`src/isa_pkg.sv`:
```
package isa_pkg;

  typedef logic [31:0] word_t;     // one instruction or data word
  typedef logic [4:0]  reg_addr_t; // index of x0..x31
  typedef logic [6:0]  opcode_t;   // bits 6:0 of an instruction
  typedef logic [2:0]  funct3_t;   // bits 14:12 of an instruction

  // major opcodes of the subset this hart runs
  localparam opcode_t OP_REG    = 7'b0110011; // add sub and or xor slt sll srl
  localparam opcode_t OP_IMM    = 7'b0010011; // addi andi ori xori slti
  localparam opcode_t OP_LUI    = 7'b0110111;
  localparam opcode_t OP_LOAD   = 7'b0000011; // every load is a word load
  localparam opcode_t OP_STORE  = 7'b0100011; // every store is a word store
  localparam opcode_t OP_BRANCH = 7'b1100011;
  localparam opcode_t OP_SYSTEM = 7'b1110011; // only ebreak matters here

  localparam funct3_t F3_ADD = 3'b000; // sub when funct7 bit 5 is set
  localparam funct3_t F3_SLL = 3'b001;
  localparam funct3_t F3_SLT = 3'b010;
  localparam funct3_t F3_XOR = 3'b100;
  localparam funct3_t F3_SRL = 3'b101;
  localparam funct3_t F3_OR  = 3'b110;
  localparam funct3_t F3_AND = 3'b111;
  localparam funct3_t F3_BEQ = 3'b000; // branch funct3 values share the field
  localparam funct3_t F3_BNE = 3'b001;

  localparam word_t EBREAK_WORD = 32'h0010_0073; // ends the program when it retires

  // operations of the execute stage ALU
  typedef enum logic [3:0] {
    ALU_ADD,
    ALU_SUB,
    ALU_AND,
    ALU_OR,
    ALU_XOR,
    ALU_SLT,   // signed compare, result is 0 or 1
    ALU_SLL,
    ALU_SRL,
    ALU_PASS_B // lui passes its immediate straight through
  } alu_op_e;

endpackage

```
`src/pipe_pkg.sv`:
```
package pipe_pkg;

  typedef logic [31:0] pc_t; // byte address of an instruction

  localparam pc_t RESET_ADDR = 32'h0000_0000; // first fetch after reset
  localparam pc_t PC_STEP    = 32'd4;         // instructions are one word apart

  // where the writeback value comes from
  typedef enum logic [1:0] {
    WB_ALU,  // result of the execute stage
    WB_MEM,  // read data of the dmem port
    WB_NONE  // no register write at all
  } wb_sel_e;

endpackage

```
`src/rf_read_if.sv`:
```
`timescale 1ns/1ps

// both read ports of the register file, addressed from decode
interface rf_read_if;
  isa_pkg::reg_addr_t rs1_addr;
  isa_pkg::reg_addr_t rs2_addr;
  isa_pkg::word_t     rs1_data; // combinational, includes the writeback bypass
  isa_pkg::word_t     rs2_data;

  modport decoder (
    output rs1_addr, rs2_addr,
    input  rs1_data, rs2_data
  );

  modport regs (
    input  rs1_addr, rs2_addr,
    output rs1_data, rs2_data
  );
endinterface

```
`src/fetch_unit.sv`:
```
`timescale 1ns/1ps

module fetch_unit (
  input  logic           i_clk,
  input  logic           i_rst,
  input  isa_pkg::word_t i_imem_rdata,
  input  logic           i_stall,
  input  logic           i_redirect,
  input  pipe_pkg::pc_t  i_redirect_pc,
  output pipe_pkg::pc_t  o_imem_raddr,
  output logic           o_id_valid,
  output isa_pkg::word_t o_id_inst,
  output pipe_pkg::pc_t  o_id_pc
);
  import pipe_pkg::*;

  pc_t  pc_q;       // next address to request
  pc_t  id_pc_q;    // address of the word that arrives this cycle
  logic id_valid_q; // low after reset and for a wrong-path word

  // a stalled decode asks for its own word again, so the same word is back next cycle
  assign o_imem_raddr = i_stall ? id_pc_q : pc_q;

  always_ff @(posedge i_clk) begin
    if (i_rst) begin
      pc_q       <= RESET_ADDR;
      id_pc_q    <= RESET_ADDR;
      id_valid_q <= 1'b0;
    end else if (i_redirect) begin // a taken branch outranks a stall
      pc_q       <= i_redirect_pc;  // target goes out on the next cycle
      id_valid_q <= 1'b0;           // word in flight came from the fall-through path
    end else if (!i_stall) begin
      pc_q       <= pc_q + PC_STEP;
      id_pc_q    <= pc_q;
      id_valid_q <= 1'b1;
    end
  end

  // the imem read register acts as the instruction half of the fetch/decode register
  assign o_id_inst  = i_imem_rdata;
  assign o_id_pc    = id_pc_q;
  assign o_id_valid = id_valid_q;

endmodule

```
`src/decode_unit.sv`:
```
`timescale 1ns/1ps

module decode_unit (
  input  logic               i_clk,
  input  logic               i_rst,
  input  logic               i_valid,
  input  isa_pkg::word_t     i_inst,
  input  pipe_pkg::pc_t      i_pc,
  rf_read_if.decoder         rf,
  input  isa_pkg::reg_addr_t i_ex_rd,
  input  logic               i_ex_wen,
  input  isa_pkg::reg_addr_t i_mem_rd,
  input  logic               i_mem_wen,
  input  logic               i_redirect,
  output logic               o_stall,
  output logic               o_ex_valid,
  output isa_pkg::word_t     o_ex_inst,
  output pipe_pkg::pc_t      o_ex_pc,
  output isa_pkg::word_t     o_ex_op_a,
  output isa_pkg::word_t     o_ex_op_b,
  output isa_pkg::word_t     o_ex_store_data,
  output isa_pkg::word_t     o_ex_imm,
  output isa_pkg::alu_op_e   o_ex_alu_op,
  output pipe_pkg::wb_sel_e  o_ex_wb_sel,
  output isa_pkg::reg_addr_t o_ex_rd,
  output logic               o_ex_mem_ren,
  output logic               o_ex_mem_wen,
  output logic               o_ex_branch,
  output logic               o_ex_branch_ne
);
  import isa_pkg::*;
  import pipe_pkg::*;

  opcode_t   opcode;
  funct3_t   funct3;
  reg_addr_t rs1;
  reg_addr_t rs2;
  word_t     imm_i, imm_s, imm_b, imm_u;
  alu_op_e   alu_op;
  wb_sel_e   wb_sel;
  word_t     imm;      // the immediate this format uses
  logic      use_imm;  // operand b is the immediate, not rs2
  logic      use_rs1;
  logic      use_rs2;
  logic      mem_ren;
  logic      mem_wen;
  logic      branch;
  logic      hazard_rs1;
  logic      hazard_rs2;

  assign opcode = i_inst[6:0];
  assign funct3 = i_inst[14:12];
  assign rs1    = i_inst[19:15];
  assign rs2    = i_inst[24:20];

  assign imm_i = {{20{i_inst[31]}}, i_inst[31:20]};
  assign imm_s = {{20{i_inst[31]}}, i_inst[31:25], i_inst[11:7]};
  assign imm_b = {{19{i_inst[31]}}, i_inst[31], i_inst[7], i_inst[30:25], i_inst[11:8], 1'b0};
  assign imm_u = {i_inst[31:12], 12'b0};

  assign rf.rs1_addr = rs1;
  assign rf.rs2_addr = rs2;

  // anything not matched below stays a bubble that still retires
  always_comb begin
    alu_op  = ALU_ADD; // loads, stores and branches all add
    wb_sel  = WB_NONE;
    imm     = imm_i;
    use_imm = 1'b0;
    use_rs1 = 1'b0;
    use_rs2 = 1'b0;
    mem_ren = 1'b0;
    mem_wen = 1'b0;
    branch  = 1'b0;
    case (opcode)
      OP_REG: begin
        use_rs1 = 1'b1;
        use_rs2 = 1'b1;
        wb_sel  = WB_ALU;
        case (funct3)
          F3_ADD:  alu_op = i_inst[30] ? ALU_SUB : ALU_ADD;
          F3_SLL:  alu_op = ALU_SLL;
          F3_SLT:  alu_op = ALU_SLT;
          F3_XOR:  alu_op = ALU_XOR;
          F3_SRL:  alu_op = ALU_SRL;
          F3_OR:   alu_op = ALU_OR;
          F3_AND:  alu_op = ALU_AND;
          default: wb_sel = WB_NONE; // sltu is outside the subset
        endcase
      end
      OP_IMM: begin
        use_rs1 = 1'b1;
        use_imm = 1'b1;
        wb_sel  = WB_ALU;
        case (funct3)
          F3_ADD:  alu_op = ALU_ADD; // no subtract form with an immediate
          F3_SLT:  alu_op = ALU_SLT;
          F3_XOR:  alu_op = ALU_XOR;
          F3_OR:   alu_op = ALU_OR;
          F3_AND:  alu_op = ALU_AND;
          default: wb_sel = WB_NONE; // immediate shifts and sltiu are left out
        endcase
      end
      OP_LUI: begin
        use_imm = 1'b1;
        imm     = imm_u;
        alu_op  = ALU_PASS_B;
        wb_sel  = WB_ALU;
      end
      OP_LOAD: begin
        use_rs1 = 1'b1;
        use_imm = 1'b1;
        wb_sel  = WB_MEM;
        mem_ren = 1'b1;
      end
      OP_STORE: begin
        use_rs1 = 1'b1;
        use_rs2 = 1'b1; // store data
        use_imm = 1'b1;
        imm     = imm_s;
        mem_wen = 1'b1;
      end
      OP_BRANCH: begin
        use_rs1 = 1'b1;
        use_rs2 = 1'b1;
        imm     = imm_b;
        branch  = (funct3 == F3_BEQ) || (funct3 == F3_BNE);
      end
      OP_SYSTEM: wb_sel = WB_NONE; // ebreak only shows up as the halt flag on retire
      default: ;
    endcase
  end

  // without forwarding, a source still being produced in execute or memory must wait
  assign hazard_rs1 = use_rs1 && (rs1 != '0) &&
                      ((i_ex_wen && rs1 == i_ex_rd) || (i_mem_wen && rs1 == i_mem_rd));
  assign hazard_rs2 = use_rs2 && (rs2 != '0) &&
                      ((i_ex_wen && rs2 == i_ex_rd) || (i_mem_wen && rs2 == i_mem_rd));
  assign o_stall    = i_valid && (hazard_rs1 || hazard_rs2);

  always_ff @(posedge i_clk) begin
    if (i_rst || o_stall || i_redirect) begin // bubble into execute
      o_ex_valid   <= 1'b0;
      o_ex_wb_sel  <= WB_NONE;
      o_ex_mem_ren <= 1'b0;
      o_ex_mem_wen <= 1'b0;
      o_ex_branch  <= 1'b0;
    end else begin
      o_ex_valid   <= i_valid;
      o_ex_wb_sel  <= wb_sel;
      o_ex_mem_ren <= mem_ren;
      o_ex_mem_wen <= mem_wen;
      o_ex_branch  <= branch;
    end
  end

  always_ff @(posedge i_clk) begin
    o_ex_inst       <= i_inst;
    o_ex_pc         <= i_pc;
    o_ex_op_a       <= rf.rs1_data;
    o_ex_op_b       <= use_imm ? imm : rf.rs2_data;
    o_ex_store_data <= rf.rs2_data;
    o_ex_imm        <= imm; // branch offset for the target adder
    o_ex_alu_op     <= alu_op;
    o_ex_rd         <= i_inst[11:7];
    o_ex_branch_ne  <= (funct3 == F3_BNE);
  end

endmodule

```
`src/reg_file.sv`:
```
`timescale 1ns/1ps

module reg_file (
  input  logic               i_clk,
  input  logic               i_rst,
  rf_read_if.regs            rf,
  input  logic               i_wen,
  input  isa_pkg::reg_addr_t i_waddr,
  input  isa_pkg::word_t     i_wdata
);
  import isa_pkg::*;

  word_t regs [1:31]; // x0 has no storage

  // x0 reads zero, and a write in this cycle is seen by a read of the same register
  assign rf.rs1_data = (rf.rs1_addr == '0) ? '0 :
                       (i_wen && rf.rs1_addr == i_waddr) ? i_wdata : regs[rf.rs1_addr];
  assign rf.rs2_data = (rf.rs2_addr == '0) ? '0 :
                       (i_wen && rf.rs2_addr == i_waddr) ? i_wdata : regs[rf.rs2_addr];

  always_ff @(posedge i_clk) begin
    if (i_rst) begin
      for (int i = 1; i < 32; i++) begin
        regs[i] <= '0;
      end
    end else if (i_wen && i_waddr != '0) begin // writes to x0 are dropped
      regs[i_waddr] <= i_wdata;
    end
  end

endmodule

```
`src/execute_unit.sv`:
```
`timescale 1ns/1ps

module execute_unit (
  input  logic               i_clk,
  input  logic               i_rst,
  input  logic               i_valid,
  input  isa_pkg::word_t     i_inst,
  input  pipe_pkg::pc_t      i_pc,
  input  isa_pkg::word_t     i_op_a,
  input  isa_pkg::word_t     i_op_b,
  input  isa_pkg::word_t     i_store_data,
  input  isa_pkg::word_t     i_imm,
  input  isa_pkg::alu_op_e   i_alu_op,
  input  pipe_pkg::wb_sel_e  i_wb_sel,
  input  isa_pkg::reg_addr_t i_rd,
  input  logic               i_mem_ren,
  input  logic               i_mem_wen,
  input  logic               i_branch,
  input  logic               i_branch_ne,
  output logic               o_redirect,
  output pipe_pkg::pc_t      o_redirect_pc,
  output isa_pkg::reg_addr_t o_ex_rd,
  output logic               o_ex_wen,
  output logic               o_mem_valid,
  output isa_pkg::word_t     o_mem_inst,
  output pipe_pkg::pc_t      o_mem_pc,
  output pipe_pkg::pc_t      o_mem_next_pc,
  output isa_pkg::word_t     o_mem_result,
  output isa_pkg::word_t     o_mem_store_data,
  output isa_pkg::reg_addr_t o_mem_rd,
  output pipe_pkg::wb_sel_e  o_mem_wb_sel,
  output logic               o_mem_ren,
  output logic               o_mem_wen
);
  import isa_pkg::*;
  import pipe_pkg::*;

  word_t result; // also the dmem address of lw and sw
  pc_t   target; // branch target
  logic  taken;

  always_comb begin
    case (i_alu_op)
      ALU_ADD:    result = i_op_a + i_op_b;
      ALU_SUB:    result = i_op_a - i_op_b;
      ALU_AND:    result = i_op_a & i_op_b;
      ALU_OR:     result = i_op_a | i_op_b;
      ALU_XOR:    result = i_op_a ^ i_op_b;
      ALU_SLT:    result = {31'b0, $signed(i_op_a) < $signed(i_op_b)};
      ALU_SLL:    result = i_op_a << i_op_b[4:0]; // shift amount is the low five bits
      ALU_SRL:    result = i_op_a >> i_op_b[4:0];
      default:    result = i_op_b; // ALU_PASS_B
    endcase
  end

  assign target = i_pc + i_imm;
  // beq is taken on equal operands, bne on unequal ones
  assign taken  = i_valid && i_branch && ((i_op_a == i_op_b) != i_branch_ne);

  assign o_redirect    = taken; // same cycle, fetch and decode squash behind it
  assign o_redirect_pc = target;
  assign o_ex_rd       = i_rd;
  assign o_ex_wen      = i_valid && (i_wb_sel != WB_NONE);

  always_ff @(posedge i_clk) begin
    if (i_rst) begin
      o_mem_valid  <= 1'b0;
      o_mem_wb_sel <= WB_NONE;
      o_mem_ren    <= 1'b0;
      o_mem_wen    <= 1'b0;
    end else begin
      o_mem_valid  <= i_valid;
      o_mem_wb_sel <= i_wb_sel;
      o_mem_ren    <= i_mem_ren;
      o_mem_wen    <= i_mem_wen;
    end
  end

  always_ff @(posedge i_clk) begin
    o_mem_inst       <= i_inst;
    o_mem_pc         <= i_pc;
    o_mem_next_pc    <= taken ? target : i_pc + PC_STEP; // reported on retire
    o_mem_result     <= result;
    o_mem_store_data <= i_store_data;
    o_mem_rd         <= i_rd;
  end

endmodule

```
`src/mem_wb_unit.sv`:
```
`timescale 1ns/1ps

module mem_wb_unit (
  input  logic               i_clk,
  input  logic               i_rst,
  input  logic               i_valid,
  input  isa_pkg::word_t     i_inst,
  input  pipe_pkg::pc_t      i_pc,
  input  pipe_pkg::pc_t      i_next_pc,
  input  isa_pkg::word_t     i_result,
  input  isa_pkg::word_t     i_store_data,
  input  isa_pkg::reg_addr_t i_rd,
  input  pipe_pkg::wb_sel_e  i_wb_sel,
  input  logic               i_ren,
  input  logic               i_wen,
  output isa_pkg::reg_addr_t o_mem_rd,
  output logic               o_mem_wen,
  output isa_pkg::word_t     o_dmem_addr,
  output logic               o_dmem_ren,
  output logic               o_dmem_wen,
  output isa_pkg::word_t     o_dmem_wdata,
  input  isa_pkg::word_t     i_dmem_rdata,
  output logic               o_rf_wen,
  output isa_pkg::reg_addr_t o_rf_waddr,
  output isa_pkg::word_t     o_rf_wdata,
  output logic               o_retire_valid,
  output isa_pkg::word_t     o_retire_inst,
  output logic               o_retire_halt,
  output pipe_pkg::pc_t      o_retire_pc,
  output pipe_pkg::pc_t      o_retire_next_pc,
  output isa_pkg::reg_addr_t o_retire_rd_waddr,
  output isa_pkg::word_t     o_retire_rd_wdata,
  output logic               o_retire_dmem_wen,
  output isa_pkg::word_t     o_retire_dmem_addr,
  output isa_pkg::word_t     o_retire_dmem_wdata
);
  import isa_pkg::*;
  import pipe_pkg::*;

  logic      wb_valid;
  wb_sel_e   wb_sel;
  logic      wb_dmem_wen;   // this instruction stored a word
  word_t     wb_inst;
  pc_t       wb_pc;
  pc_t       wb_next_pc;
  word_t     wb_result;     // ALU result, or the address of a load or store
  word_t     wb_store_data;
  reg_addr_t wb_rd;
  word_t     wb_data;       // value headed for the register file
  logic      wb_write;

  // memory stage, a bubble never touches dmem
  assign o_dmem_addr  = i_result;
  assign o_dmem_ren   = i_valid && i_ren;
  assign o_dmem_wen   = i_valid && i_wen;
  assign o_dmem_wdata = i_store_data;

  assign o_mem_rd  = i_rd;
  assign o_mem_wen = i_valid && (i_wb_sel != WB_NONE);

  always_ff @(posedge i_clk) begin
    if (i_rst) begin
      wb_valid    <= 1'b0;
      wb_sel      <= WB_NONE;
      wb_dmem_wen <= 1'b0;
    end else begin
      wb_valid    <= i_valid;
      wb_sel      <= i_wb_sel;
      wb_dmem_wen <= o_dmem_wen;
    end
  end

  always_ff @(posedge i_clk) begin
    wb_inst       <= i_inst;
    wb_pc         <= i_pc;
    wb_next_pc    <= i_next_pc;
    wb_result     <= i_result;
    wb_store_data <= i_store_data;
    wb_rd         <= i_rd;
  end

  // load data arrives from dmem in this cycle and is used as it comes
  assign wb_data  = (wb_sel == WB_MEM) ? i_dmem_rdata : wb_result;
  assign wb_write = wb_valid && (wb_sel != WB_NONE);

  assign o_rf_wen   = wb_write;
  assign o_rf_waddr = wb_rd;
  assign o_rf_wdata = wb_data;

  assign o_retire_valid      = wb_valid;
  assign o_retire_inst       = wb_inst;
  assign o_retire_halt       = (wb_inst == EBREAK_WORD);
  assign o_retire_pc         = wb_pc;
  assign o_retire_next_pc    = wb_next_pc;
  assign o_retire_rd_waddr   = wb_write ? wb_rd : '0; // zero when nothing is written
  assign o_retire_rd_wdata   = wb_data;
  assign o_retire_dmem_wen   = wb_dmem_wen;
  assign o_retire_dmem_addr  = wb_result;
  assign o_retire_dmem_wdata = wb_store_data;

endmodule

```
`src/hart.sv`:
```
`timescale 1ns/1ps

module hart (
  input  logic               i_clk,
  input  logic               i_rst,
  output pipe_pkg::pc_t      o_imem_raddr,
  input  isa_pkg::word_t     i_imem_rdata,
  output isa_pkg::word_t     o_dmem_addr,
  output logic               o_dmem_ren,
  output logic               o_dmem_wen,
  output isa_pkg::word_t     o_dmem_wdata,
  input  isa_pkg::word_t     i_dmem_rdata,
  output logic               o_retire_valid,
  output isa_pkg::word_t     o_retire_inst,
  output logic               o_retire_halt,
  output pipe_pkg::pc_t      o_retire_pc,
  output pipe_pkg::pc_t      o_retire_next_pc,
  output isa_pkg::reg_addr_t o_retire_rd_waddr,
  output isa_pkg::word_t     o_retire_rd_wdata,
  output logic               o_retire_dmem_wen,
  output isa_pkg::word_t     o_retire_dmem_addr,
  output isa_pkg::word_t     o_retire_dmem_wdata
);
  import isa_pkg::*;
  import pipe_pkg::*;

  logic      id_valid;     // fetch to decode
  word_t     id_inst;
  pc_t       id_pc;
  logic      stall;
  logic      redirect;     // taken branch in execute
  pc_t       redirect_pc;
  logic      ex_valid;     // decode to execute
  word_t     ex_inst;
  pc_t       ex_pc;
  word_t     ex_op_a;
  word_t     ex_op_b;
  word_t     ex_store_data;
  word_t     ex_imm;
  alu_op_e   ex_alu_op;
  wb_sel_e   ex_wb_sel;
  reg_addr_t ex_rd;
  logic      ex_mem_ren;
  logic      ex_mem_wen;
  logic      ex_branch;
  logic      ex_branch_ne;
  reg_addr_t haz_ex_rd;    // producers that decode has to wait for
  logic      haz_ex_wen;
  reg_addr_t haz_mem_rd;
  logic      haz_mem_wen;
  logic      mem_valid;    // execute to memory
  word_t     mem_inst;
  pc_t       mem_pc;
  pc_t       mem_next_pc;
  word_t     mem_result;
  word_t     mem_store_data;
  reg_addr_t mem_rd;
  wb_sel_e   mem_wb_sel;
  logic      mem_ren;
  logic      mem_wen;
  logic      rf_wen;       // writeback into the register file
  reg_addr_t rf_waddr;
  word_t     rf_wdata;

  rf_read_if rf_rd ();

  fetch_unit fetch_i (
    .i_clk(i_clk), .i_rst(i_rst), .i_imem_rdata(i_imem_rdata),
    .i_stall(stall), .i_redirect(redirect), .i_redirect_pc(redirect_pc),
    .o_imem_raddr(o_imem_raddr), .o_id_valid(id_valid), .o_id_inst(id_inst),
    .o_id_pc(id_pc)
  );

  decode_unit decode_i (
    .i_clk(i_clk), .i_rst(i_rst), .i_valid(id_valid), .i_inst(id_inst), .i_pc(id_pc),
    .rf(rf_rd.decoder),
    .i_ex_rd(haz_ex_rd), .i_ex_wen(haz_ex_wen), .i_mem_rd(haz_mem_rd),
    .i_mem_wen(haz_mem_wen), .i_redirect(redirect), .o_stall(stall),
    .o_ex_valid(ex_valid), .o_ex_inst(ex_inst), .o_ex_pc(ex_pc),
    .o_ex_op_a(ex_op_a), .o_ex_op_b(ex_op_b), .o_ex_store_data(ex_store_data),
    .o_ex_imm(ex_imm), .o_ex_alu_op(ex_alu_op), .o_ex_wb_sel(ex_wb_sel), .o_ex_rd(ex_rd),
    .o_ex_mem_ren(ex_mem_ren), .o_ex_mem_wen(ex_mem_wen), .o_ex_branch(ex_branch),
    .o_ex_branch_ne(ex_branch_ne)
  );

  reg_file regs_i (
    .i_clk(i_clk), .i_rst(i_rst), .rf(rf_rd.regs),
    .i_wen(rf_wen), .i_waddr(rf_waddr), .i_wdata(rf_wdata)
  );

  execute_unit execute_i (
    .i_clk(i_clk), .i_rst(i_rst), .i_valid(ex_valid), .i_inst(ex_inst), .i_pc(ex_pc),
    .i_op_a(ex_op_a), .i_op_b(ex_op_b), .i_store_data(ex_store_data), .i_imm(ex_imm),
    .i_alu_op(ex_alu_op), .i_wb_sel(ex_wb_sel), .i_rd(ex_rd), .i_mem_ren(ex_mem_ren),
    .i_mem_wen(ex_mem_wen), .i_branch(ex_branch), .i_branch_ne(ex_branch_ne),
    .o_redirect(redirect), .o_redirect_pc(redirect_pc),
    .o_ex_rd(haz_ex_rd), .o_ex_wen(haz_ex_wen),
    .o_mem_valid(mem_valid), .o_mem_inst(mem_inst), .o_mem_pc(mem_pc),
    .o_mem_next_pc(mem_next_pc), .o_mem_result(mem_result),
    .o_mem_store_data(mem_store_data), .o_mem_rd(mem_rd), .o_mem_wb_sel(mem_wb_sel),
    .o_mem_ren(mem_ren), .o_mem_wen(mem_wen)
  );

  mem_wb_unit mem_wb_i (
    .i_clk(i_clk), .i_rst(i_rst), .i_valid(mem_valid), .i_inst(mem_inst), .i_pc(mem_pc),
    .i_next_pc(mem_next_pc), .i_result(mem_result), .i_store_data(mem_store_data),
    .i_rd(mem_rd), .i_wb_sel(mem_wb_sel), .i_ren(mem_ren), .i_wen(mem_wen),
    .o_mem_rd(haz_mem_rd), .o_mem_wen(haz_mem_wen),
    .o_dmem_addr(o_dmem_addr), .o_dmem_ren(o_dmem_ren), .o_dmem_wen(o_dmem_wen),
    .o_dmem_wdata(o_dmem_wdata), .i_dmem_rdata(i_dmem_rdata),
    .o_rf_wen(rf_wen), .o_rf_waddr(rf_waddr), .o_rf_wdata(rf_wdata),
    .o_retire_valid(o_retire_valid), .o_retire_inst(o_retire_inst),
    .o_retire_halt(o_retire_halt), .o_retire_pc(o_retire_pc),
    .o_retire_next_pc(o_retire_next_pc), .o_retire_rd_waddr(o_retire_rd_waddr),
    .o_retire_rd_wdata(o_retire_rd_wdata), .o_retire_dmem_wen(o_retire_dmem_wen),
    .o_retire_dmem_addr(o_retire_dmem_addr), .o_retire_dmem_wdata(o_retire_dmem_wdata)
  );

endmodule

```
`config.mk`:
```
export PLATFORM = sky130hd
export DESIGN_NAME = hart
export DESIGN_NICKNAME = d
export VERILOG_FILES = /design/src/isa_pkg.sv /design/src/pipe_pkg.sv /design/src/rf_read_if.sv /design/src/fetch_unit.sv /design/src/decode_unit.sv /design/src/reg_file.sv /design/src/execute_unit.sv /design/src/mem_wb_unit.sv /design/src/hart.sv
export SDC_FILE = /design/constraint.sdc
export NUM_CORES = 2
export LEC_CHECK = 0
export ABC_AREA = 1
export BUFFER_PORTS_ARGS = -buffer_cell sky130_fd_sc_hd__buf_2
export CAP_MARGIN = 25
export CORE_ASPECT_RATIO = 1.1
export CORE_MARGIN = 2
export CORE_UTILIZATION = 27
export CTS_BUF_LIST = sky130_fd_sc_hd__clkbuf_4 sky130_fd_sc_hd__clkbuf_8 sky130_fd_sc_hd__clkbuf_16
export CTS_CLUSTER_DIAMETER = 80
export CTS_CLUSTER_SIZE = 24
export DETAILED_ROUTE_END_ITERATION = 10
export PLACE_DENSITY = 0.44
export SLEW_MARGIN = 0
export SYNTH_ARGS = -nofsm -noshare
export SYNTH_HDL_FRONTEND = slang
export SYNTH_HIERARCHICAL = 1
export SYNTH_SLANG_ARGS = --single-unit
```
`constraint.sdc`:
```
create_clock -name i_clk -period 3.8 [get_ports i_clk]
set_input_delay 0.76 -clock i_clk [delete_from_list [all_inputs] [get_ports i_clk]]
set_output_delay 0.76 -clock i_clk [all_outputs]
set_load 0.01 [all_outputs]
```
Word-level counts from Yosys, hierarchy flattened
Memories as Yosys holds them, arrays and structs flattened.
Cells that the tools add are included.
- shifts and indexed selects: 2
- bitwise gates (word level): 4
- muxes and demuxes: 32
- add/sub/neg operators: 5
- eq/ne operators: 33
- multipliers: 0
- div/mod/pow operators: 0
- order comparisons: 1
- reductions and logical operators: 40
- operator list (kind ; count):
    $mux 32 ; 10
    $pmux 32 s8 ; 1
    $pmux 31 s3 ; 1
    $add 32x3->32 const B ; 2
    $add 32x32->32 ; 2
    $and 32x32->32 ; 1
    $eq 32x21->1 const B ; 1
    $eq 32x32->1 ; 1
    $lt 32x32->1 ; 1
    $or 32x32->32 ; 1
    $reduce_or 32->1 ; 1
    $shl 32x5->32 ; 1
    $shr 32x5->32 ; 1
    $sub 32x32->32 ; 1
    $xor 32x32->32 ; 1
    $eq 5x5->1 ; 6
    $pmux 4 s7 ; 1
    $eq 7x6->1 const B ; 3
    $logic_and 1x1->1 ; 19
    $eq 4x3->1 const B ; 4
    $reduce_bool 5->1 ; 3
    $eq 3x3->1 const B ; 4
    $mux 1 ; 12
    $pmux 3 s4 ; 1
    25 further kinds ; 38
- latch bits: 0
- bits in writable memories: 992
- ROM bits: 0
- memories: 1
- input bits: 66
- output and inout port bits: 298
- bits in registers: 612
- word-level logic and storage cells: 154
- memories (memory ; depth ; width ; read ports ; clocked after Yosys merged registers in ; write ports ; RTL line ; source):
    regs_i.regs ; 31 ; 32 ; 2 ; 0 ; 31 ; reg_file.sv:13 ; word_t regs [1:31];

Logic depth before layout (Yosys ltp)
- depth after elaboration: 10
- depth in mapped cells: 21
- mapped depth without buffers: 17

Cells and area by module
The synthesis kept the hierarchy.
- modules (own cells, without submodules) (module ; area an instance (um^2) ; instances ; cells an instance ; sequential area each (um^2)):
    reg_file ; 58095.7 ; 1 ; 7426 ; 30749.5
    execute_unit ; 16699.8 ; 1 ; 2836 ; 3403.3
    decode_unit ; 5585.4 ; 1 ; 538 ; 4043.9
    mem_wb_unit ; 4853.4 ; 1 ; 433 ; 3383.2
    fetch_unit ; 4018.9 ; 1 ; 624 ; 1301.2

Worst setup path after synthesis
Ideal clock, no wire load.
- path kind: input to output
- from: input port i_imem_rdata[2]
- to: output port o_imem_raddr[10]
- data arrival time: 2.372 ns
- buffers on the path: 4
- stages: 13
- path slack: 0.668 ns
- cells stage by stage: buf_4 nor3_4 o21ai_0 nor2_1 nand2_1 nand2_1 nand2_1 inv_1 buf_4 buf_2 buf_2 nand2_1 o21ai_0
- longest elaborated chain between the ends: 8
- RTL lines (what ; RTL line ; source):
    from (decl) ; hart.sv:7 ; input isa_pkg::word_t i_imem_rdata,
    $eq 7x2->1 (tied with other cells) ; decode_unit.sv:75 ; case (opcode)
    $reduce_or 5->1 (no line) or $reduce_or 3->1 (tied branches) ; n/a ;
    $mux 1 ; decode_unit.sv:75 ;
    $logic_and 1x1->1 (on tied branches) (2 in series) ; decode_unit.sv:135, decode_unit.sv:137 ;
    $logic_or 1x1->1 * ; decode_unit.sv:139 ; assign o_stall = i_valid && (hazard_rs1 || hazard_rs2);
    $logic_and 1x1->1 * ; decode_unit.sv:139 ;
    named net stall ; hart.sv:30 ; logic stall;
    $mux 32 * ; n/a ;
    to (decl) ; hart.sv:6 ; output pipe_pkg::pc_t o_imem_raddr,
Mark *: on every way through the listed nets, which the timed path passes. The rest lies on a longest branch.

Worst setup path in the final report
- from: register mem_wb_i.wb_sel[0]
- to: output port o_retire_rd_wdata[3]
- longest elaborated chain between the ends: 2
- RTL lines (what ; RTL line ; source):
    from (decl) ; mem_wb_unit.sv:41 ; wb_sel_e wb_sel;
    from (signal assigned) ; mem_wb_unit.sv:68 ; wb_sel <= i_wb_sel;
    $eq 2x1->1 ; mem_wb_unit.sv:83 ; assign wb_data = (wb_sel == WB_MEM) ? i_dmem_rdata : wb_result;
    $mux 32 ; mem_wb_unit.sv:83 ;
    to (decl) ; hart.sv:19 ; output isa_pkg::word_t o_retire_rd_wdata,
Every way passes these cells.

==> reports/qor.yml <==
powerDensity_mw_per_mm2: 471
worst_ir_drop_vdd_mv: 0.392
rsz0062_at_grt: "yes"
fmax_mhz: 265
synth_cell_types: 59
ys_ff_latch: 1630
maxCapViolations: 0
total_leakage_power_nw: 45.2
final_antenna_net_count: 0
drive_above_1_share_pct: 10.8
hold_end: "decode_i/o_ex_inst[11]$_DFF_P_"
grt_pass1_wl_mm: 597
antenna_found_initial: 36
fp.dieW_um: 552
yosys_warnings: 6
cts_tree: "built"
clk_pin_slew_ns: 0.10
cts_root_buf: "clkbuf_16"
io_buffers: 363
post_drt_wl_per_cell_um: 26.1
grt_max_degree: 132
die-area_mm2: 0.335
core_mm2: 0.329
dr.pass1.iters: 8
worst-path-stages: 5
grt_pass1_vias: 77700
crit_path_frequent_cell: "nand2_1"
vias_per_cell: 5.05
crit_required_ns: 3.04
multi_input_area_mm2: 0.0377
wl_mm: 428
start_kind: "register"
slowest_delay_ns: 0.56
grt_overflow: 0
die_h_um: 607
std_cell_rows: 221
min_path_cells: 1
hold_viol: 0
synthToLayoutAreaGrowth_pct: 13.6
crit_family: "simple AND/OR/NAND/NOR gates"
worstPathArrival_ns: 3.02
status: "complete, no violations"
cp_max_fo: 32
dp_cells: 16200
crit_type: "register to output pin"
seq_area_mm2: 0.0429
fillers: 35400
period_needed_ns: 3.78
max_slew.worst_pin.slew_ns: 1.05
worstHoldPathType: "input port to register"
drt_iter0_markers: 8686
reg2reg_from: "decode_i/o_ex_op_a[31]$_DFF_P_"
synth_top_area_cell: "edfxtp_1"
pin_count: 364
synth.top_cell.area_share_pct: 34.5
num_vias: 82800
synth-edff-count: 1024
htree_levels: 3
synth_cells: 11900
reg2reg_slack_ns: 0.49
reg2reg_to: "fetch_i/pc_q[7]$_SDFFE_PP0N_"
min_from: "i_imem_rdata[11]"
setup_viol: 0
finalClockSkew_ns: 0.104
layoutNonFillerInstCount: 16400
path_buf_inv: 2
clk_latency_ns: 0.86
synth.area.top_cells: "edfxtp_1 34%, dfxtp_1 14%, nand2_1 13%, nand3_1 9.0%, nor2_1 7.3%"
p_total_mw: 47.8
slew_headroom_pct: 29.8
track_usage_pct: 24.8
drc_errors: 0
layout_worst_path_cycle_share_pct: 99.3
cpMaxStageDelayCell: "nand2_1"
cts.path.max_buffers: 3
slew_violations: 0
cp_cell_sequence: "buf_4 -> nand2_4 -> nand2_1 -> nand2_1 -> buf_2"
synthArstFlopShare_pct: 0
gp_congestion: 0.982
cts_num_sinks: 1630
cts_buffers: 106
synth-main-ff-cell: "edfxtp_1"
cts_setup_buffers: 0
worstRegToRegCells: 15
dp_hpwl_mm: 303
syn_area_per_cell_um2: 7.53
synth_area_mm2: 0.0893
end_kind: "output pin"
start_util_pct: 27.1
synth-seq-area-share_pct: 48.0
layout.nets: 12200
[placed cells by master, fill, tap and decap left out, types with 17 or more instances in the layout]
master        n
dfxtp_1     602
nor2_1     1733
ha_1        143
xor2_1       38
clkbuf_16   109
inv_6        19
and2_1       31
o22ai_1      18
buf_4       429
o211ai_1    220
o21ai_1      38
o21ai_0     532
nand3b_1     17
a21oi_1     397
buf_2       354
nand4_1      62
diode_2      22
nand2_2      47
conb_1       32
nand2_1    2999
buf_12      111
inv_2        21
a211oi_1     18
edfxtp_1   1024
or2_2        65
inv_1      1092
nor3_1       63
nor2_4       24
nand3_1    1597
[registers in the layout (all words and copies together), names as in the netlist, 5 cells and up]
register,cells
regs_i/regs,1024
decode_i/o_ex_op_b,32
execute_i/o_mem_next_pc,32
decode_i/o_ex_store_data,32
decode_i/o_ex_op_a,32
mem_wb_i/o_retire_dmem_wdata,32
execute_i/o_mem_rd,5
execute_i/o_mem_result,32
mem_wb_i/o_retire_pc,32
mem_wb_i/o_retire_next_pc,32
mem_wb_i/o_retire_dmem_addr,32
mem_wb_i/o_rf_waddr,5
execute_i/o_mem_store_data,32
fetch_i/pc_q,32
decode_i/o_ex_inst,27
execute_i/o_mem_inst,32
execute_i/o_mem_pc,32
mem_wb_i/o_retire_inst,32
fetch_i/o_id_pc,32
decode_i/o_ex_imm,32
decode_i/o_ex_pc,32
[metal layers]
layer,GRT usage (%),share of wire (%)
met3,2.75,6.5
met2,40.3,46
met4,15.5,7.2
met5,0,0.0075
met1,31.4,41
[layout make-up]
type	instances	share of cell area [%]
diodes	22	0.0543
clock buffers	113	2.70
clock inverters	79	0.992
inverters	1122	4.19
multi-input cells	8187	37.2
flip-flops and latches	1630	42.3
well taps	4348	5.36
repair buffers	901	7.22
[kinds of logic (layout without fill, tap and decap cells)]
logic type	Yosys count	after routing	synth area share, %
and+or+nand+nor	6689	6689	31.5
buffers and inverters	2071	2215	9.97
DFF	1630	1630	48.0
AOI/OAI and AO/OA	1269	1269	7.93
adders and majority gates	146	146	2.07
xor gates and xnor gates	50	50	0.491
other	1	54	0.00420
muxes	1	1	0.0112
[synthesized netlist by cell type (11+ instances only)]
master,n
a211oi_1,18
a21oi_1,399
and2_1,31
buf_1,66
buf_2,261
buf_4,180
buf_6,16
clkbuf_1,426
dfxtp_1,606
edfxtp_1,1024
ha_1,143
inv_1,1098
inv_2,18
nand2_1,3035
nand2_2,11
nand3_1,1599
nand3b_1,17
nand4_1,62
nor2_1,1738
nor2_4,22
nor3_1,65
o211ai_1,220
o21ai_0,533
o21ai_1,37
o22ai_1,18
or2_2,65
xnor2_1,12
xor2_1,38
[power breakdown]
| part | total (mW) | leakage, nW | internal (mW) | switching (mW) |
|---|---|---|---|---|
| Sequential | 20.5 | 15.7 | 19.9 | 0.691 |
| Clock | 13.4 | 1.83 | 5.92 | 7.46 |
| Combinational | 13.9 | 27.7 | 3.39 | 10.5 |
| Total | 47.8 | 45.2 | 29.2 | 18.6 |
[metrics by stage]
step	hold slack, ns	util, %	setup TNS (ns)	instance area, um^2	setup WS, ns
final	0.0707	30.8	0	101000	0.0248
after global routing	0.0274	30.8	-0.0240	101000	-0.00744
after CTS	0.00327	30.8	0	101000	0.0542
after detailed placement	0.312	29.6	0	97600	0.163
after global placement	0.310	29.6	0	97600	0.173
after floorplan	0.310	-	0	89400	0.668
[repair_timing]
action                                 CTS  global route
endpoints found under the hold margin    1             0
hold buffers                             1             0
cloned                                   0             1
resized for setup                        1             6
setup endpoints to repair                1            32
[worst max-delay path by stage]
stage / endpoint / slack, ns / start
final: o_retire_rd_wdata[3] / 0.02 / mem_wb_i/wb_sel[0]$_SDFF_PP0_
after global routing: o_imem_raddr[0] / -0.007 / execute_i/o_mem_valid$_SDFF_PP0_
after CTS: o_retire_rd_wdata[3] / 0.05 / mem_wb_i/wb_sel[0]$_SDFF_PP0_
after detailed placement: decode_i/o_ex_op_b[3]$_DFF_P_ / 0.16 / i_imem_rdata[20]
after global placement: decode_i/o_ex_op_b[3]$_DFF_P_ / 0.17 / i_imem_rdata[20]
after floorplan: o_imem_raddr[10] / 0.67 / i_imem_rdata[2]
No activity file was read; power rests on OpenSTA's default activity.
